[src/source/dcache_pkg.sv]
package dcache_pkg;

    // data and address word
    typedef logic [31:0] word_t;

    // address tag above index and offsets
    typedef logic [25:0] tag_t;

    // set index
    typedef logic [2:0] idx_t;

    // cache geometry
    localparam int SETS = 8;
    localparam int WAYS = 2;

    // byte address split for lookup
    typedef struct packed {
        tag_t       tag;
        idx_t       idx;
        logic       blkoff;
        logic [1:0] bytoff;
    } dcache_addr_t;

    // same address seen as fields or as a raw word
    typedef union packed {
        word_t        raw;
        dcache_addr_t f;
    } dcache_addr_u;

    // one line of a way
    typedef struct packed {
        logic            valid;
        logic            dirty;
        tag_t            tag;
        word_t [1:0]     data;
    } dcache_frame_t;

endpackage

[src/source/cache_mem_if.sv]
`timescale 1ns/1ps

interface cache_mem_if;
    import dcache_pkg::*;

    // cache side strobes and write data
    logic  dREN;
    logic  dWEN;
    word_t daddr;
    word_t dstore;

    // bridge side read data and wait
    word_t dload;
    logic  dwait;

    modport cache (
        output dREN, dWEN, daddr, dstore,
        input  dload, dwait
    );

    modport bridge (
        input  dREN, dWEN, daddr, dstore,
        output dload, dwait
    );

endinterface

[src/source/mem_bridge.sv]
`timescale 1ns/1ps

module mem_bridge (
    input  logic              CLK,
    input  logic              n_rst,
    cache_mem_if.bridge       mem,
    output logic              mem_req,
    output logic              mem_wen,
    output dcache_pkg::word_t mem_addr,
    output dcache_pkg::word_t mem_wdata,
    input  logic              mem_ack,
    input  dcache_pkg::word_t mem_rdata
);
    import dcache_pkg::*;

    typedef enum logic [1:0] {
        b_idle,
        b_busy,
        b_release
    } bridge_state_t;

    bridge_state_t state;
    word_t rdata_q;

    // request is on the bus for the whole busy state
    assign mem_req = (state == b_busy);

    // one low cycle of dwait per finished word
    assign mem.dwait = (state != b_release);
    assign mem.dload = rdata_q;

    always_ff @(posedge CLK, negedge n_rst) begin
        if (!n_rst) begin
            state <= b_idle;
            mem_wen <= 1'b0;
        end else begin
            case (state)
                b_idle: begin
                    if (mem.dREN || mem.dWEN) begin
                        mem_wen <= mem.dWEN;
                        state <= b_busy;
                    end
                end
                b_busy: begin
                    if (mem_ack) begin
                        state <= b_release;
                    end
                end
                default: begin
                    // cache still holds its strobe here, nothing new starts
                    state <= b_idle;
                end
            endcase
        end
    end

    // payload registers
    always_ff @(posedge CLK) begin
        if (state == b_idle && (mem.dREN || mem.dWEN)) begin
            mem_addr <= mem.daddr;
            mem_wdata <= mem.dstore;
        end
        if (state == b_busy && mem_ack) begin
            rdata_q <= mem_rdata;
        end
    end

endmodule

[src/flat_wrapper.sv]
// flat-port wrapper written by rule: the top's interface ports become plain ports
module mem_bridge_flat import dcache_pkg::*;
  (CLK, n_rst, mem_req, mem_wen, mem_addr, mem_wdata, mem_ack, mem_rdata, mem_dREN, mem_dWEN, mem_daddr, mem_dstore, mem_dload, mem_dwait);
  cache_mem_if mem_i ();
  input  logic CLK;
  input  logic n_rst;
  output logic mem_req;
  output logic mem_wen;
  output dcache_pkg::word_t mem_addr;
  output dcache_pkg::word_t mem_wdata;
  input  logic mem_ack;
  input  dcache_pkg::word_t mem_rdata;
  input wire logic [$bits(mem_i.dREN)-1:0] mem_dREN;
  input wire logic [$bits(mem_i.dWEN)-1:0] mem_dWEN;
  input wire logic [$bits(mem_i.daddr)-1:0] mem_daddr;
  input wire logic [$bits(mem_i.dstore)-1:0] mem_dstore;
  output wire logic [$bits(mem_i.dload)-1:0] mem_dload;
  output wire logic [$bits(mem_i.dwait)-1:0] mem_dwait;
  assign mem_i.dREN = mem_dREN;
  assign mem_i.dWEN = mem_dWEN;
  assign mem_i.daddr = mem_daddr;
  assign mem_i.dstore = mem_dstore;
  assign mem_dload = mem_i.dload;
  assign mem_dwait = mem_i.dwait;
  mem_bridge u_core (.CLK(CLK), .n_rst(n_rst), .mem(mem_i), .mem_req(mem_req), .mem_wen(mem_wen), .mem_addr(mem_addr), .mem_wdata(mem_wdata), .mem_ack(mem_ack), .mem_rdata(mem_rdata));
endmodule
[config.mk]
export PLATFORM = sky130hd
export DESIGN_NAME = mem_bridge_flat
export DESIGN_NICKNAME = d
export VERILOG_FILES = /design/src/source/dcache_pkg.sv /design/src/source/cache_mem_if.sv /design/src/source/mem_bridge.sv /design/src/flat_wrapper.sv
export SDC_FILE = /design/constraint.sdc
export NUM_CORES = 1
export LEC_CHECK = 0
export ABC_AREA = 1
export BUFFER_PORTS_ARGS = -buffer_cell sky130_fd_sc_hd__buf_2
export CORE_MARGIN = 8
export CORE_UTILIZATION = 44
export DETAILED_ROUTE_END_ITERATION = 8
export HOLD_SLACK_MARGIN = 0.05
export PLACE_DENSITY = 0.95
export SLEW_MARGIN = 25
export SYNTH_ARGS = -nofsm -noshare
export SYNTH_HDL_FRONTEND = slang
export SYNTH_SLANG_ARGS = --single-unit
[constraint.sdc]
create_clock -name CLK -period 3.7 [get_ports CLK]
set_clock_uncertainty 0.05 [all_clocks]
set_input_delay 0.37 -clock CLK [delete_from_list [all_inputs] [get_ports CLK]]
set_output_delay 0.37 -clock CLK [all_outputs]
set_load 0.01 [all_outputs]
# [After elaboration in Yosys (flattened, before gate mapping)]
# Cells that the tools add are included.
# W data, S select, Z words.
[word_totals] regBits=99 latch_bits=0 out_inout_bits=99 ram_bits=0 romBits=0 memories=0
[op_classes] shift=0 add_sub_neg=0 div_mod_pow=0 n_eq_ne=4 n_bitwise=0 reduce_logical=6 magnitude_cmp=0 n_mul=0 mux=3
[op_table] op="$mux W2" n=2
[op_table] op="$ne A2 B2 Y1 const B" n=2
[op_table] op="$pmux W2 S2" n=1
[op_table] op="$reduce_and A2 Y1" n=2
[op_table] op="$eq A2 B1 Y1 const B" n=1
[op_table] op="$logic_and A1 B1 Y1" n=2
[op_table] op="$logic_not A2 Y1" n=1
[op_table] op="$ne A2 B1 Y1 const B" n=1
[op_table] op="$logic_or A1 B1 Y1" n=1

# [Longest topological paths before layout]
# Gate-level depths: netlist of the first run.
[logic_depth] depth_word=3 depth_mapped=5 ltp_nobuf=5

# [Worst setup path before layout of the first run]
# No wires, ideal clock.
[synth_timing] kind="flip-flop to flip-flop" from="register u_core.state[1]" to="register u_core.rdata_q[0] (netlist: u_core.mem.dload[0]) (enable)" setup_slack_ns=1.353 path_stages_with_launch=4 t_arrival_ns=1.876 path_cell_list="dfrtp_1 inv_1 nand2_1 nor2_1"
[synth_via] elab_chain_cells=2
[synth_lines] item="start, declared" line_no="mem_bridge.sv:22" rtl="bridge_state_t state;"
[synth_lines] item="start signal, assigned" line_no="mem_bridge.sv:34" rtl="state <= b_idle;"
[synth_lines] item="start signal, assigned" line_no="mem_bridge.sv:41" rtl="state <= b_busy;"
[synth_lines] item="start signal, assigned" line_no="mem_bridge.sv:46" rtl="state <= b_release;"
[synth_lines] item="$eq A2 B1 Y1" line_no="mem_bridge.sv:63" rtl="if (state == b_busy && mem_ack) begin"
[synth_lines] item="$logic_and A1 B1 Y1" line_no="mem_bridge.sv:63"
[synth_lines] item="end signal, assigned" line_no="mem_bridge.sv:64" rtl="rdata_q <= mem_rdata;"
[synth_lines] item="end, declared" line_no="mem_bridge.sv:23" rtl="word_t rdata_q;"
# Every way passes these cells.
# A chain may end at the register's enable or synchronous reset.

# [Final worst setup path of the first run]
[layout_timing] from="register u_core.state[0]" to="register u_core.mem_wdata[4] (enable)"
[layout_via] elab_chain_cells=2
[layout_lines] item="$logic_not A2 Y1" line_no="mem_bridge.sv:59" rtl="if (state == b_idle && (mem.dREN || mem.dWEN)) begin"
[layout_lines] item="$logic_and A1 B1 Y1" line_no="mem_bridge.sv:59"
[layout_lines] item="end signal, assigned" line_no="mem_bridge.sv:61" rtl="mem_wdata <= mem.dstore;"
[layout_lines] item="end, declared" line_no="mem_bridge.sv:10" rtl="output dcache_pkg::word_t mem_wdata,"
# Every way passes these cells.

==> results by group, run 1 <==
Power
  • Pint: between 2 and 2.5 mW
  • Clock power share: 21.2%
  • Power density cells: 674 mW/mm²
  • NetSw: 0.867 mW
  • Gate power share: 22.2%
  • Total power: 2.93 mW
  • Max VDD drop: 0.418 mV
  • Sequential power share: 56.6%
  • Sw frac: approximately 30%
  • P_leak: 1.89 nW

Drt
  • Residual DRC: 0
  • Drt initial violations: 45
  • Vias per cell: ~4.6
  • Vias: 1924
  • Final WL: slightly above 8000 µm
  • 1st-pass router iterations: 4
  • WL/cell: approximately 20 µm
  • Routed Antenna Nets: 0

Floorplan
  • Core ar.: about 0.0067 mm²
  • Die X: 99.0 µm
  • Row count: 30
  • Die ar.: 0.00979 mm²
  • Initial Util: 45.1%
  • IO Pins: 200
  • Chip height: roughly 100 µm

Synth
  • Syn_nets: 217
  • Ys async rst share: 3.03%
  • Yosys top cell by area: edfxtp_1
  • Post-synth EDFFs: 96
  • Main synth FF type: edfxtp_1
  • Mapped cell area: approximately 0.0030 mm²
  • Yosys top cell area share: 95.2%
  • Post-synth top cells: edfxtp_1 (96), inv_1 (6), nand2_1 (6), dfrtp_1 (3), nor2_1 (2)
  • Post-synthesis sequential area ratio: 97.7%
  • Synth Register Bits: slightly below 100
  • Synth cell types: 8
  • Top-count cell post-synth: edfxtp_1
  • Synth top area cells: edfxtp_1 (95%), dfrtp_1 (2.5%), inv_1 (0.74%)
  • Yosys warnings: 0
  • Syn avg cell area: 26.1 µm²
  • Synth Instances: roughly 120

STA
  • Fmax: 510 MHz
  • Max_slew headroom: 45.9%
  • Tcrit/Tclk final: 53.0%
  • Pin slew with the least headroom to its limit: 0.811 ns
  • Slew Limit Fails: 0
  • Final hold vios: 0
  • Final min period: about 2 ns
  • # setup viols final: 0
  • Total Neg Setup Slack: 0 ns
  • Fin Hold WS: 0.140 ns
  • RSZ-0062 raised after global routing: no

Global route
  • Initial antenna violation count: 2
  • Global-route usage over all layers: 15.9%
  • Number of global-route vias before repair: between 2000 and 2500
  • Overflow after GRT: 0
  • M3 GR Usage: between 10% and 20%
  • First-pass GRT wire length: approximately 11000 µm
  • GR peak layer: met2
  • Met2 Usage GRT: a little over a quarter
  • Pin count of the biggest net entering global routing: 41
  • M1 GR Usage: between 10 and 15%

Clock tree
  • Worst-skew pair later-pin latency: 0.34 ns
  • CTS tree: done
  • # Post-CTS Setup Buffers: 0
  • Maximum root-to-sink buffer count: 2
  • Cts bufs inserted: 9
  • # H-tree levels: 3
  • Post-cts repair resize count: 0
  • CTS clk-pin slew, worst paths: 0.10 ns
  • Root cell of the clock tree: clkbuf_8
  • Clk sinks: 99

Critical path
  • Worst Path Class, Setup: reg -> reg
  • CP Data Required Time: 3.69 ns
  • RR Startpoint: u_core.state[0]$_DFFE_PN0P_
  • Worst Setup SP: u_core.state[0]$_DFFE_PN0P_
  • R2R setup slack: 1.74 ns
  • Critical Path End Type: flip-flop
  • Capturing point of the worst reg2reg path: u_core.mem_wdata[4]$_DFFE_PP_
  • Arrival @ worst endpoint: 1.95 ns
  • R2R depth: 4
  • Crit-path max FO: 40
  • Element type at the critical path start: flip-flop
  • Worst setup path end: u_core.mem_wdata[4]$_DFFE_PP_

Place
  • DP Wirelength: around 6600 µm
  • GP Congestion: ~0.91
  • Port Buf Inserts: 199

Layout
  • Layout cells sized above 1: approximately 66%
  • P&R area growth vs syn: 43.4%
  • Fillers: 469
  • Nets: between 400 and 500

Status
  • Outcome: finished, final reports clean

Hold path
  • Hold Path Class: in -> reg

Run
  • Max-cap violations: 0
power by group through the flow:
stage | registers, mW | clock network [mW] | logic (mW)
final | 1.66 | 0.621 | 0.650
after global routing | 1.68 | 0.676 | 0.706
after CTS | 1.66 | 0.637 | 0.668
after detailed placement | 1.68 | 0 | 0.666
after global placement | 1.67 | 0 | 0.645
after floorplan | 1.83 | 0 | 0.147
cell families after synthesis:
logic type	count (synthesis)	share of synthesized area, %
DFF	99	97.7
AOI/OAI and AO/OA	1	0.165
buffers and inverters	6	0.744
and+or+nand+nor	10	1.41
layout make-up:
cell class | count | area [µm²] | area share, %
Tap cell | 80 | 100 | 2.30
Sequential cell | 99 | 2960 | 68.1
Clock inverter | 7 | 57.6 | 1.33
Timing Repair Buffer | 203 | 1030 | 23.7
Antenna cell | 1 | 2.50 | 0.0576
Multi-Input combinational cell | 11 | 50.0 | 1.15
Clock buffer | 9 | 124 | 2.85
Inverter | 6 | 22.5 | 0.519
worst min-delay path by stage:
| stage | start | to | slack [ns] | cells after the start |
|---|---|---|---|---|
| finish | mem_rdata[19] | u_core.mem.dload[19]$_DFFE_PP_ | 0.14 | 1 |
| global route | mem_rdata[5] | u_core.mem.dload[5]$_DFFE_PP_ | 0.10 | 1 |
| CTS | mem_rdata[8] | u_core.mem.dload[8]$_DFFE_PP_ | 0.12 | 1 |
| detailed placement | n_rst | u_core.state[0]$_DFFE_PN0P_ | 0.12 | 1 |
| global placement | n_rst | u_core.state[1]$_DFFE_PN0P_ | 0.12 | 1 |
| floorplan | n_rst | u_core.mem_wen$_DFFE_PN0P_ | 0.02 | 0 |
worst max-delay path, cell delays in order, from the launching register on:
cell and delay [ns]:
dfrtp_1 0.41, nor2_2 0.12, nand2_1 0.10, inv_2 0.61
buf_4 0.36
placed cells by master, fill, tap and decap left out:
cell	count
nand2_1	6
clkinvlp_4	2
diode_2	1
edfxtp_1	96
clkinv_4	1
inv_1	5
inv_6	2
buf_2	199
buf_4	3
clkbuf_8	9
dlygate4sd3_1	1
clkinv_2	1
nor2_1	1
or2_1	1
nor2_2	2
o21ai_1	1
inv_2	1
dfrtp_1	3
inv_8	1
layer usage:
layer | wire (µm) | part of all wire [%]
met1 | 2720 | 33
met2 | 3940 | 48
met3 | 1260 | 15
met4 | 200 | 2.5
met5 | 16 | 0.20
what timing repair did:
action | CTS | global route
endpoints found under the setup margin | 0 | 0
endpoints found under the hold margin | 3 | 0
hold buffers | 1 | 0
state kept, by name, indices dropped and copies added, names as in the netlist:
name and count:
u_core.state 2, u_core.mem_addr 32, u_core.mem.dload 32, u_core.mem_wdata 32
u_core.mem_wen 1
stage by stage:
step	std cells	cell area [µm²]	setup slack, ns	utilization, %
after global placement	398	4150	1.77	61.8
after CTS	415	4340	1.72	64.6
final	416	4340	1.74	64.6
after floorplan	116	3030	1.35	-
after detailed placement	398	4150	1.70	61.8
after global routing	416	4340	1.60	64.6
(Power assumes the default switching activity.)
==> inputs of run 2 (changes only) <==
--- a/config.mk
+++ b/config.mk
@@ -5,13 +5,13 @@
 export SDC_FILE = /design/constraint.sdc
 export NUM_CORES = 1
 export LEC_CHECK = 0
-export ABC_AREA = 1
+export ABC_AREA = 0
 export BUFFER_PORTS_ARGS = -buffer_cell sky130_fd_sc_hd__buf_2
 export CORE_MARGIN = 8
-export CORE_UTILIZATION = 44
+export CORE_UTILIZATION = 41
 export DETAILED_ROUTE_END_ITERATION = 8
 export HOLD_SLACK_MARGIN = 0.05
-export PLACE_DENSITY = 0.95
+export PLACE_DENSITY = 0.91
 export SLEW_MARGIN = 25
 export SYNTH_ARGS = -nofsm -noshare
 export SYNTH_HDL_FRONTEND = slang
==> constraint.sdc (replaced) <==
create_clock -name CLK -period 2 [get_ports CLK]
set_clock_uncertainty 0.05 [all_clocks]
set_input_delay 0.2 -clock CLK [delete_from_list [all_inputs] [get_ports CLK]]
set_output_delay 0.2 -clock CLK [all_outputs]
set_load 0.01 [all_outputs]
==> run 2 against run 1 <==
  * Synthesized cell count shrank 5.2%
  * Critical path depth shrank 1
  * Sequential share of layout area shrank 13 points
  * Sequential cell count is the same
  * Largest cell class unchanged
  * Combinational power grew 53%
  * Highest routed layer is now met4
  * Worst hold slack lost 0.052 ns
  * Core utilization grew 10 points
==> results by group, run 2 <==
Critical path
  • RR Startpoint: u_core.state[1]$_DFFE_PN0P_
  • Top Family by Delay on Critical Path: flip-flops
  • CP bufs+invs: 1
  • Worst path depth: 3
  • R2R depth: 3
  • Worst Setup SP: u_core.state[1]$_DFFE_PN0P_
  • Worst setup path end: u_core.mem_wdata[21]$_DFFE_PP_
  • Capturing point of the worst reg2reg path: u_core.mem_wdata[21]$_DFFE_PP_
  • Worst path slowest cell: dfrtp_1
  • Critical Path End Type: flip-flop
  • Crit-path max FO: 33
  • Element type at the critical path start: flip-flop
  • Worst Path Class, Setup: reg -> reg
  • R2R setup slack: 0.31 ns
  • Worst stage delay on the critical path: around 0.51 ns
  • CP Data Required Time: 1.96 ns
  • Arrival @ worst endpoint: 1.66 ns
  • Worst-path cell chain: nor2_1, o21a_2, buf_4

Status
  • Outcome: finished, final reports clean

STA
  • RSZ-0062 raised after global routing: no
  • Slew Limit Fails: 0
  • Tcrit/Tclk final: 84.7%
  • Pin slew with the least headroom to its limit: 0.421 ns
  • Max_slew headroom: between 70% and 80%
  • Final min period: 1.69 ns
  • Fmax: approximately 590 MHz
  • Final hold vios: 0
  • Total Neg Setup Slack: 0 ns
  • Fin Hold WS: around 0.089 ns
  • # setup viols final: 0

Global route
  • Pin count of the biggest net entering global routing: 34
  • Overflow after GRT: 0
  • Global-route usage over all layers: 23.1%
  • First-pass GRT wire length: between 15000 and 20000 µm
  • Initial antenna violation count: 2
  • Number of global-route vias before repair: ~2800

Drt
  • Routed Antenna Nets: 0
  • Residual DRC: 0
  • Drt initial violations: 193
  • Final WL: 11800 µm
  • Vias: 2430
  • Vias per cell: roughly 4.6
  • WL/cell: 22.3 µm
  • 1st-pass router iterations: 4

Layout
  • Sequential cell area: 0.00296 mm²
  • Area of the multi-input gates: 68.8 µm²
  • Nets: approximately 520
  • Fillers: 420
  • Commonest non-fill, non-tap cells in the layout: buf_2 (199), dlygate4sd3_1 (98), edfxtp_1 (96), clkbuf_8 (9)
  • Commonest non-fill, non-tap cell in the layout: buf_2
  • P&R area growth vs syn: 78.2%
  • Layout cells sized above 1: 51.6%
  • Final instance area: 0.00539 mm²
  • Final Non-Filler Cells: 527

Synth
  • Main synth FF type: edfxtp_1
  • Mapped cell area: 0.00302 mm²
  • Synth Instances: 110
  • Post-synth top cells: edfxtp_1 (96), dfrtp_1 (3), nor2_1 (3)
  • Syn avg cell area: 27.5 µm²
  • Synth top area cells: edfxtp_1 (95%), dfrtp_1 (2.5%), nor2_1 (0.37%)
  • Yosys top cell by area: edfxtp_1
  • Post-synthesis sequential area ratio: 97.8%
  • Ys async rst share: 3.03%
  • Post-synth EDFFs: 96
  • Syn_nets: 211
  • Top-count cell post-synth: edfxtp_1
  • Yosys warnings: 0
  • Synth Register Bits: 99
  • Yosys top cell area share: 95.4%
  • Synth cell types: 11

Place
  • Port Buf Inserts: ~200
  • Placed Area: 0.00417 mm²
  • GP Congestion: 0.735
  • Inst Count DP: 411
  • DP Wirelength: 7100 µm

Power
  • Total power: about 5.3 mW
  • P_leak: 2.29 nW
  • Max VDD drop: 0.778 mV
  • Power density cells: 976 mW/mm²

Clock tree
  • Cts bufs inserted: 9
  • Root cell of the clock tree: clkbuf_8
  • CTS tree: done
  • CTS clk-pin slew, worst paths: 0.10 ns
  • Clk sinks: 99
  • # H-tree levels: 3
  • Worst-skew pair later-pin latency: 0.36 ns
  • Maximum root-to-sink buffer count: 2

Floorplan
  • Chip height: 102 µm
  • Die ar.: between 0.01 and 0.015 mm²
  • Core ar.: 0.00721 mm²
  • Initial Util: a little over two fifths
  • IO Pins: 200
  • Row count: 31
  • Die X: 102 µm

Run
  • Max-cap violations: 0

Hold path
  • Hold Path Class: in -> reg
==> run 2: cell families after synthesis <==
kind of cell     Yosys count  share of synthesized area, %
flip-flops                99                          97.8
AND/OR/NAND/NOR            8                          1.37
AO/OA/AOI/OAI              3                         0.787
==> run 2: how the worst min path moves through the flow <==
stage | start | to | slack [ns] | cells past startpoint
after floorplan | n_rst | u_core.mem_wen$_DFFE_PN0P_ | -0.15 | 0
after global placement | n_rst | u_core.mem_wen$_DFFE_PN0P_ | -0.05 | 1
after detailed placement | n_rst | u_core.state[1]$_DFFE_PN0P_ | -0.05 | 1
after CTS | mem_dWEN | u_core.mem_wen$_DFFE_PN0P_ | 0.08 | 2
after global routing | mem_dWEN | u_core.mem_wen$_DFFE_PN0P_ | 0.08 | 2
final | mem_dWEN | u_core.mem_wen$_DFFE_PN0P_ | 0.09 | 2
==> run 2: what timing repair did <==
item,4_1_cts,5_1_grt
hold buffers,98,0
gates resized for setup,0,0
hold endpoints to repair,100,0
setup buffers,0,0
==> run 2: layout make-up <==
cell class                      instances  area share (%)
Sequential cell                        99            54.9
Timing Repair Buffer                  300            37.1
Clock buffer                            9            2.30
Tap cell                               99            2.30
Clock inverter                          7            2.00
Multi-Input combinational cell         11            1.28
Antenna cell                            2          0.0929
==> run 2: report_power, final <==
part / leakage [nW] / switching, mW / internal [mW]
logic: 1.23 / 0.569 / 0.423
registers: 0.939 / 0.122 / 2.68
clock network: 0.114 / 0.735 / 0.729
==> run 2: per-layer routing <==
layer	routed length, µm	global-route usage, %
met2	6180	40.3
met5	0	0
met4	294	9.37
met3	1550	9.81
met1	3740	23.9
==> run 2: per-stage QoR <==
step	setup slack, ns	utilization (%)
final	0.305	74.7
after global routing	0.214	74.7
after CTS	0.369	74.6
after detailed placement	0.426	57.8
after global placement	0.526	57.8
after floorplan	0.115	-
==> inputs of run 3 (changes only) <==
--- a/config.mk
+++ b/config.mk
@@ -8,10 +8,10 @@
 export ABC_AREA = 0
 export BUFFER_PORTS_ARGS = -buffer_cell sky130_fd_sc_hd__buf_2
 export CORE_MARGIN = 8
-export CORE_UTILIZATION = 41
+export CORE_UTILIZATION = 37
 export DETAILED_ROUTE_END_ITERATION = 8
 export HOLD_SLACK_MARGIN = 0.05
-export PLACE_DENSITY = 0.91
+export PLACE_DENSITY = 0.87
 export SLEW_MARGIN = 25
 export SYNTH_ARGS = -nofsm -noshare
 export SYNTH_HDL_FRONTEND = slang
==> constraint.sdc (replaced) <==
create_clock -name CLK -period 1.4 [get_ports CLK]
set_clock_uncertainty 0.05 [all_clocks]
set_input_delay 0.14 -clock CLK [delete_from_list [all_inputs] [get_ports CLK]]
set_output_delay 0.14 -clock CLK [all_outputs]
set_load 0.01 [all_outputs]
==> run 3 against run 2 <==
  * The flow now stops in 4_1_cts
  * Area after synthesis did not move
  * Synthesized cell count did not move
==> results by group, run 3 <==
Status
  • Outcome: aborted with a tool error
  • Fail Step: 4_1_cts
  • Err: [ERROR RSZ-0060] Max buffer count reached.

Synth
  • Mapped cell area: 0.00302 mm²
  • Post-synth EDFFs: 96
  • Yosys top cell by area: edfxtp_1
  • Post-synthesis sequential area ratio: 97.8%
  • Post-synth top cells: edfxtp_1 (96), dfrtp_1 (3), nor2_1 (3)
  • Synth Instances: 110
  • Syn_nets: 211
  • Synth cell types: 11
  • Yosys top cell area share: 95.4%
  • Yosys warnings: 0
  • Top-count cell post-synth: edfxtp_1
  • Syn avg cell area: 27.5 µm²
  • Ys async rst share: 3.03%
  • Main synth FF type: edfxtp_1
  • Synth top area cells: edfxtp_1 (95%), dfrtp_1 (2.5%), nor2_1 (0.37%)
  • Synth Register Bits: 99

Clock tree
  • Maximum root-to-sink buffer count: 2
  • Root cell of the clock tree: clkbuf_8
  • Clk sinks: 99
  • Post-cts repair resize count: 1
  • Cts bufs inserted: 9
  • Hold buffer count at cts: 101
  • # H-tree levels: 3
  • # Post-CTS Setup Buffers: 0

Floorplan
  • Row count: 33
  • Chip height: 106 µm
  • Initial Util: 37.5%
  • Die X: 106 µm
  • IO Pins: 200

Place
  • Inst Count DP: around 420
  • Port Buf Inserts: 199
  • DP Wirelength: 6550 µm
  • GP Congestion: slightly above 0.7
run 3: cell counts after synthesis:
Identical to the previous run, type by type.
run 3: cell families after synthesis:
group | count (synthesis) | synth area share [%]
compound gates | 3 | 0.787
flops | 99 | 97.8
simple gates | 8 | 1.37
run 3: stage by stage:
| stage | setup WS, ns | area (µm²) | hold WS, ns |
|---|---|---|---|
| floorplan | -0.144 | 3040 | -0.206 |
| global placement | 0.0746 | 4240 | -0.113 |
| detailed placement | 0.0225 | 4240 | -0.109 |
==> inputs of run 4 (changes only) <==
--- a/config.mk
+++ b/config.mk
@@ -8,10 +8,9 @@
 export ABC_AREA = 0
 export BUFFER_PORTS_ARGS = -buffer_cell sky130_fd_sc_hd__buf_2
 export CORE_MARGIN = 8
-export CORE_UTILIZATION = 37
+export CORE_UTILIZATION = 40
 export DETAILED_ROUTE_END_ITERATION = 8
-export HOLD_SLACK_MARGIN = 0.05
-export PLACE_DENSITY = 0.87
+export PLACE_DENSITY_LB_ADDON = 0.15
 export SLEW_MARGIN = 25
 export SYNTH_ARGS = -nofsm -noshare
 export SYNTH_HDL_FRONTEND = slang
==> constraint.sdc (replaced) <==
create_clock -name CLK -period 1.82 [get_ports CLK]
set_clock_uncertainty 0.05 [all_clocks]
set_input_delay 0.182 -clock CLK [delete_from_list [all_inputs] [get_ports CLK]]
set_output_delay 0.182 -clock CLK [all_outputs]
set_load 0.01 [all_outputs]
==> run 4 against run 3 <==
  * The run now ends clean
==> results by group, run 4 (synthesis results as in run 2) <==
Layout
  • Final Non-Filler Cells: roughly 530
  • Antenna diodes: 0
  • Commonest non-fill, non-tap cells in the layout: buf_2 (199), dlygate4sd3_1 (98), edfxtp_1 (96), clkbuf_8 (9)
  • P&R area growth vs syn: 78.1%
  • Layout cells sized above 1: 51.4%
  • Nets: 522
  • Commonest non-fill, non-tap cell in the layout: buf_2

Global route
  • Initial antenna violation count: 0
  • Global-route usage over all layers: 17.0%
  • Overflow after GRT: 0
  • Number of global-route vias before repair: 2496
  • Pin count of the biggest net entering global routing: 38
  • First-pass GRT wire length: 12900 µm

STA
  • Total Neg Setup Slack: 0 ns
  • Max_slew headroom: between 80% and 90%
  • # setup viols final: 0
  • Final min period: around 1.5 ns
  • Slew Limit Fails: 0
  • Final hold vios: 0
  • Pin slew with the least headroom to its limit: 0.225 ns
  • Tcrit/Tclk final: 84.9%
  • Fmax: 647 MHz
  • RSZ-0062 raised after global routing: no

Floorplan
  • Chip height: 103 µm
  • Initial Util: 41.5%
  • Core ar.: 0.00729 mm²
  • Die ar.: 0.0106 mm²
  • Row count: 31
  • Die X: 103 µm
  • IO Pins: 200

Clock tree
  • Clk sinks: slightly below 100
  • Maximum root-to-sink buffer count: 2
  • CTS clk-pin slew, worst paths: 0.09 ns
  • Root cell of the clock tree: clkbuf_8
  • Post-cts repair resize count: 0
  • Hold buffer count at cts: slightly below 100
  • Cts bufs inserted: 9
  • # Post-CTS Setup Buffers: 0
  • Worst-skew pair later-pin latency: approximately 0.34 ns
  • # H-tree levels: 3
  • CTS tree: done

Critical path
  • Worst-path cell chain: nor2_1, o21a_4, buf_12
  • Worst path depth: 3
  • CP Data Required Time: 1.82 ns
  • Capturing point of the worst reg2reg path: u_core.mem_addr[2]$_DFFE_PP_
  • Crit-path max FO: 37
  • Critical Path End Type: flip-flop
  • Worst stage delay on the critical path: 0.46 ns
  • CP bufs+invs: 1
  • Element type at the critical path start: flip-flop
  • Worst Path Class, Setup: reg -> reg
  • Worst path slowest cell: dfrtp_1
  • Top Family by Delay on Critical Path: flip-flops
  • R2R depth: 3
  • RR Startpoint: u_core.state[1]$_DFFE_PN0P_
  • R2R setup slack: 0.28 ns
  • Arrival @ worst endpoint: between 1.5 and 2 ns

Drt
  • Routed Antenna Nets: 0
  • Vias: 2222
  • Final WL: 9100 µm
  • Vias per cell: 4.23
  • Residual DRC: 0
  • Drt initial violations: 54
  • 1st-pass router iterations: 4
  • WL/cell: 17.3 µm

Power
  • P_leak: 2.28 nW
  • Gate power share: 20.0%
  • Power density cells: 1020 mW/mm²
  • Sequential power share: 55.4%
  • Sw frac: between 20% and 30%
  • Max VDD drop: 0.614 mV
  • NetSw: 1.40 mW
  • Total power: around 5.5 mW
  • Clock power share: 24.6%
  • Pint: a little over 4 mW

Hold path
  • Hold Startpoint: mem_dWEN
  • Worst Hold Depth: 2
  • Hold Path Class: in -> reg
  • Worst Hold End: u_core.mem_wen$_DFFE_PN0P_

Place
  • DP Wirelength: 6020 µm
  • GP Congestion: 0.754
  • Port Buf Inserts: about 200
  • Inst Count DP: about 410

Run
  • Max-cap violations: 0

Status
  • Outcome: finished, final reports clean
==> run 4: through the flow <==
stage | cell area, µm² | util, % | worst slack [ns] | hold WS (ns)
after floorplan | 3030 | - | 0.0426 | -0.164
after global placement | 4210 | 57.8 | 0.309 | -0.0671
after detailed placement | 4210 | 57.8 | 0.275 | -0.0631
after CTS | 5390 | 73.9 | 0.259 | 0.0390
after global routing | 5390 | 73.9 | 0.160 | 0.0527
final | 5390 | 73.9 | 0.276 | 0.0676
==> run 4: metal layers <==
metal	track usage [%]	wire, µm	part of all wire [%]
met5	0	0	0
met4	5.90	151	1.7
met3	6.41	871	9.6
met2	32.8	5110	56
met1	15.7	2970	33
==> run 4: cell type report <==
cell class | count | area (µm²)
Sequential cell | 99 | 2960
Timing Repair Buffer | 300 | 2040
Fill cell | 466 | 1910
Tap cell | 99 | 124
Multi-Input combinational cell | 11 | 75.1
Clock inverter | 6 | 63.8
Clock buffer | 10 | 128
==> run 4: power by group through the flow <==
stage / clock (mW) / combinational (mW) / sequential, mW
floorplan: 0 / 0.190 / 3.27
finish: 1.35 / 1.10 / 3.03
global route: 1.47 / 1.18 / 3.07
global placement: 0 / 0.940 / 3.07
detailed placement: 0 / 0.945 / 3.08
CTS: 1.38 / 1.11 / 3.03
==> run 4: worst max-delay path by stage <==
stage	startpoint	end
after floorplan	u_core.state[0]$_DFFE_PN0P_	u_core.mem.dload[0]$_DFFE_PP_
after global placement	u_core.state[1]$_DFFE_PN0P_	u_core.mem_addr[26]$_DFFE_PP_
after detailed placement	u_core.state[1]$_DFFE_PN0P_	u_core.mem_addr[25]$_DFFE_PP_
after CTS	u_core.state[1]$_DFFE_PN0P_	u_core.mem_wdata[6]$_DFFE_PP_
after global routing	u_core.state[1]$_DFFE_PN0P_	u_core.mem_wdata[12]$_DFFE_PP_
final	u_core.state[1]$_DFFE_PN0P_	u_core.mem_addr[2]$_DFFE_PP_
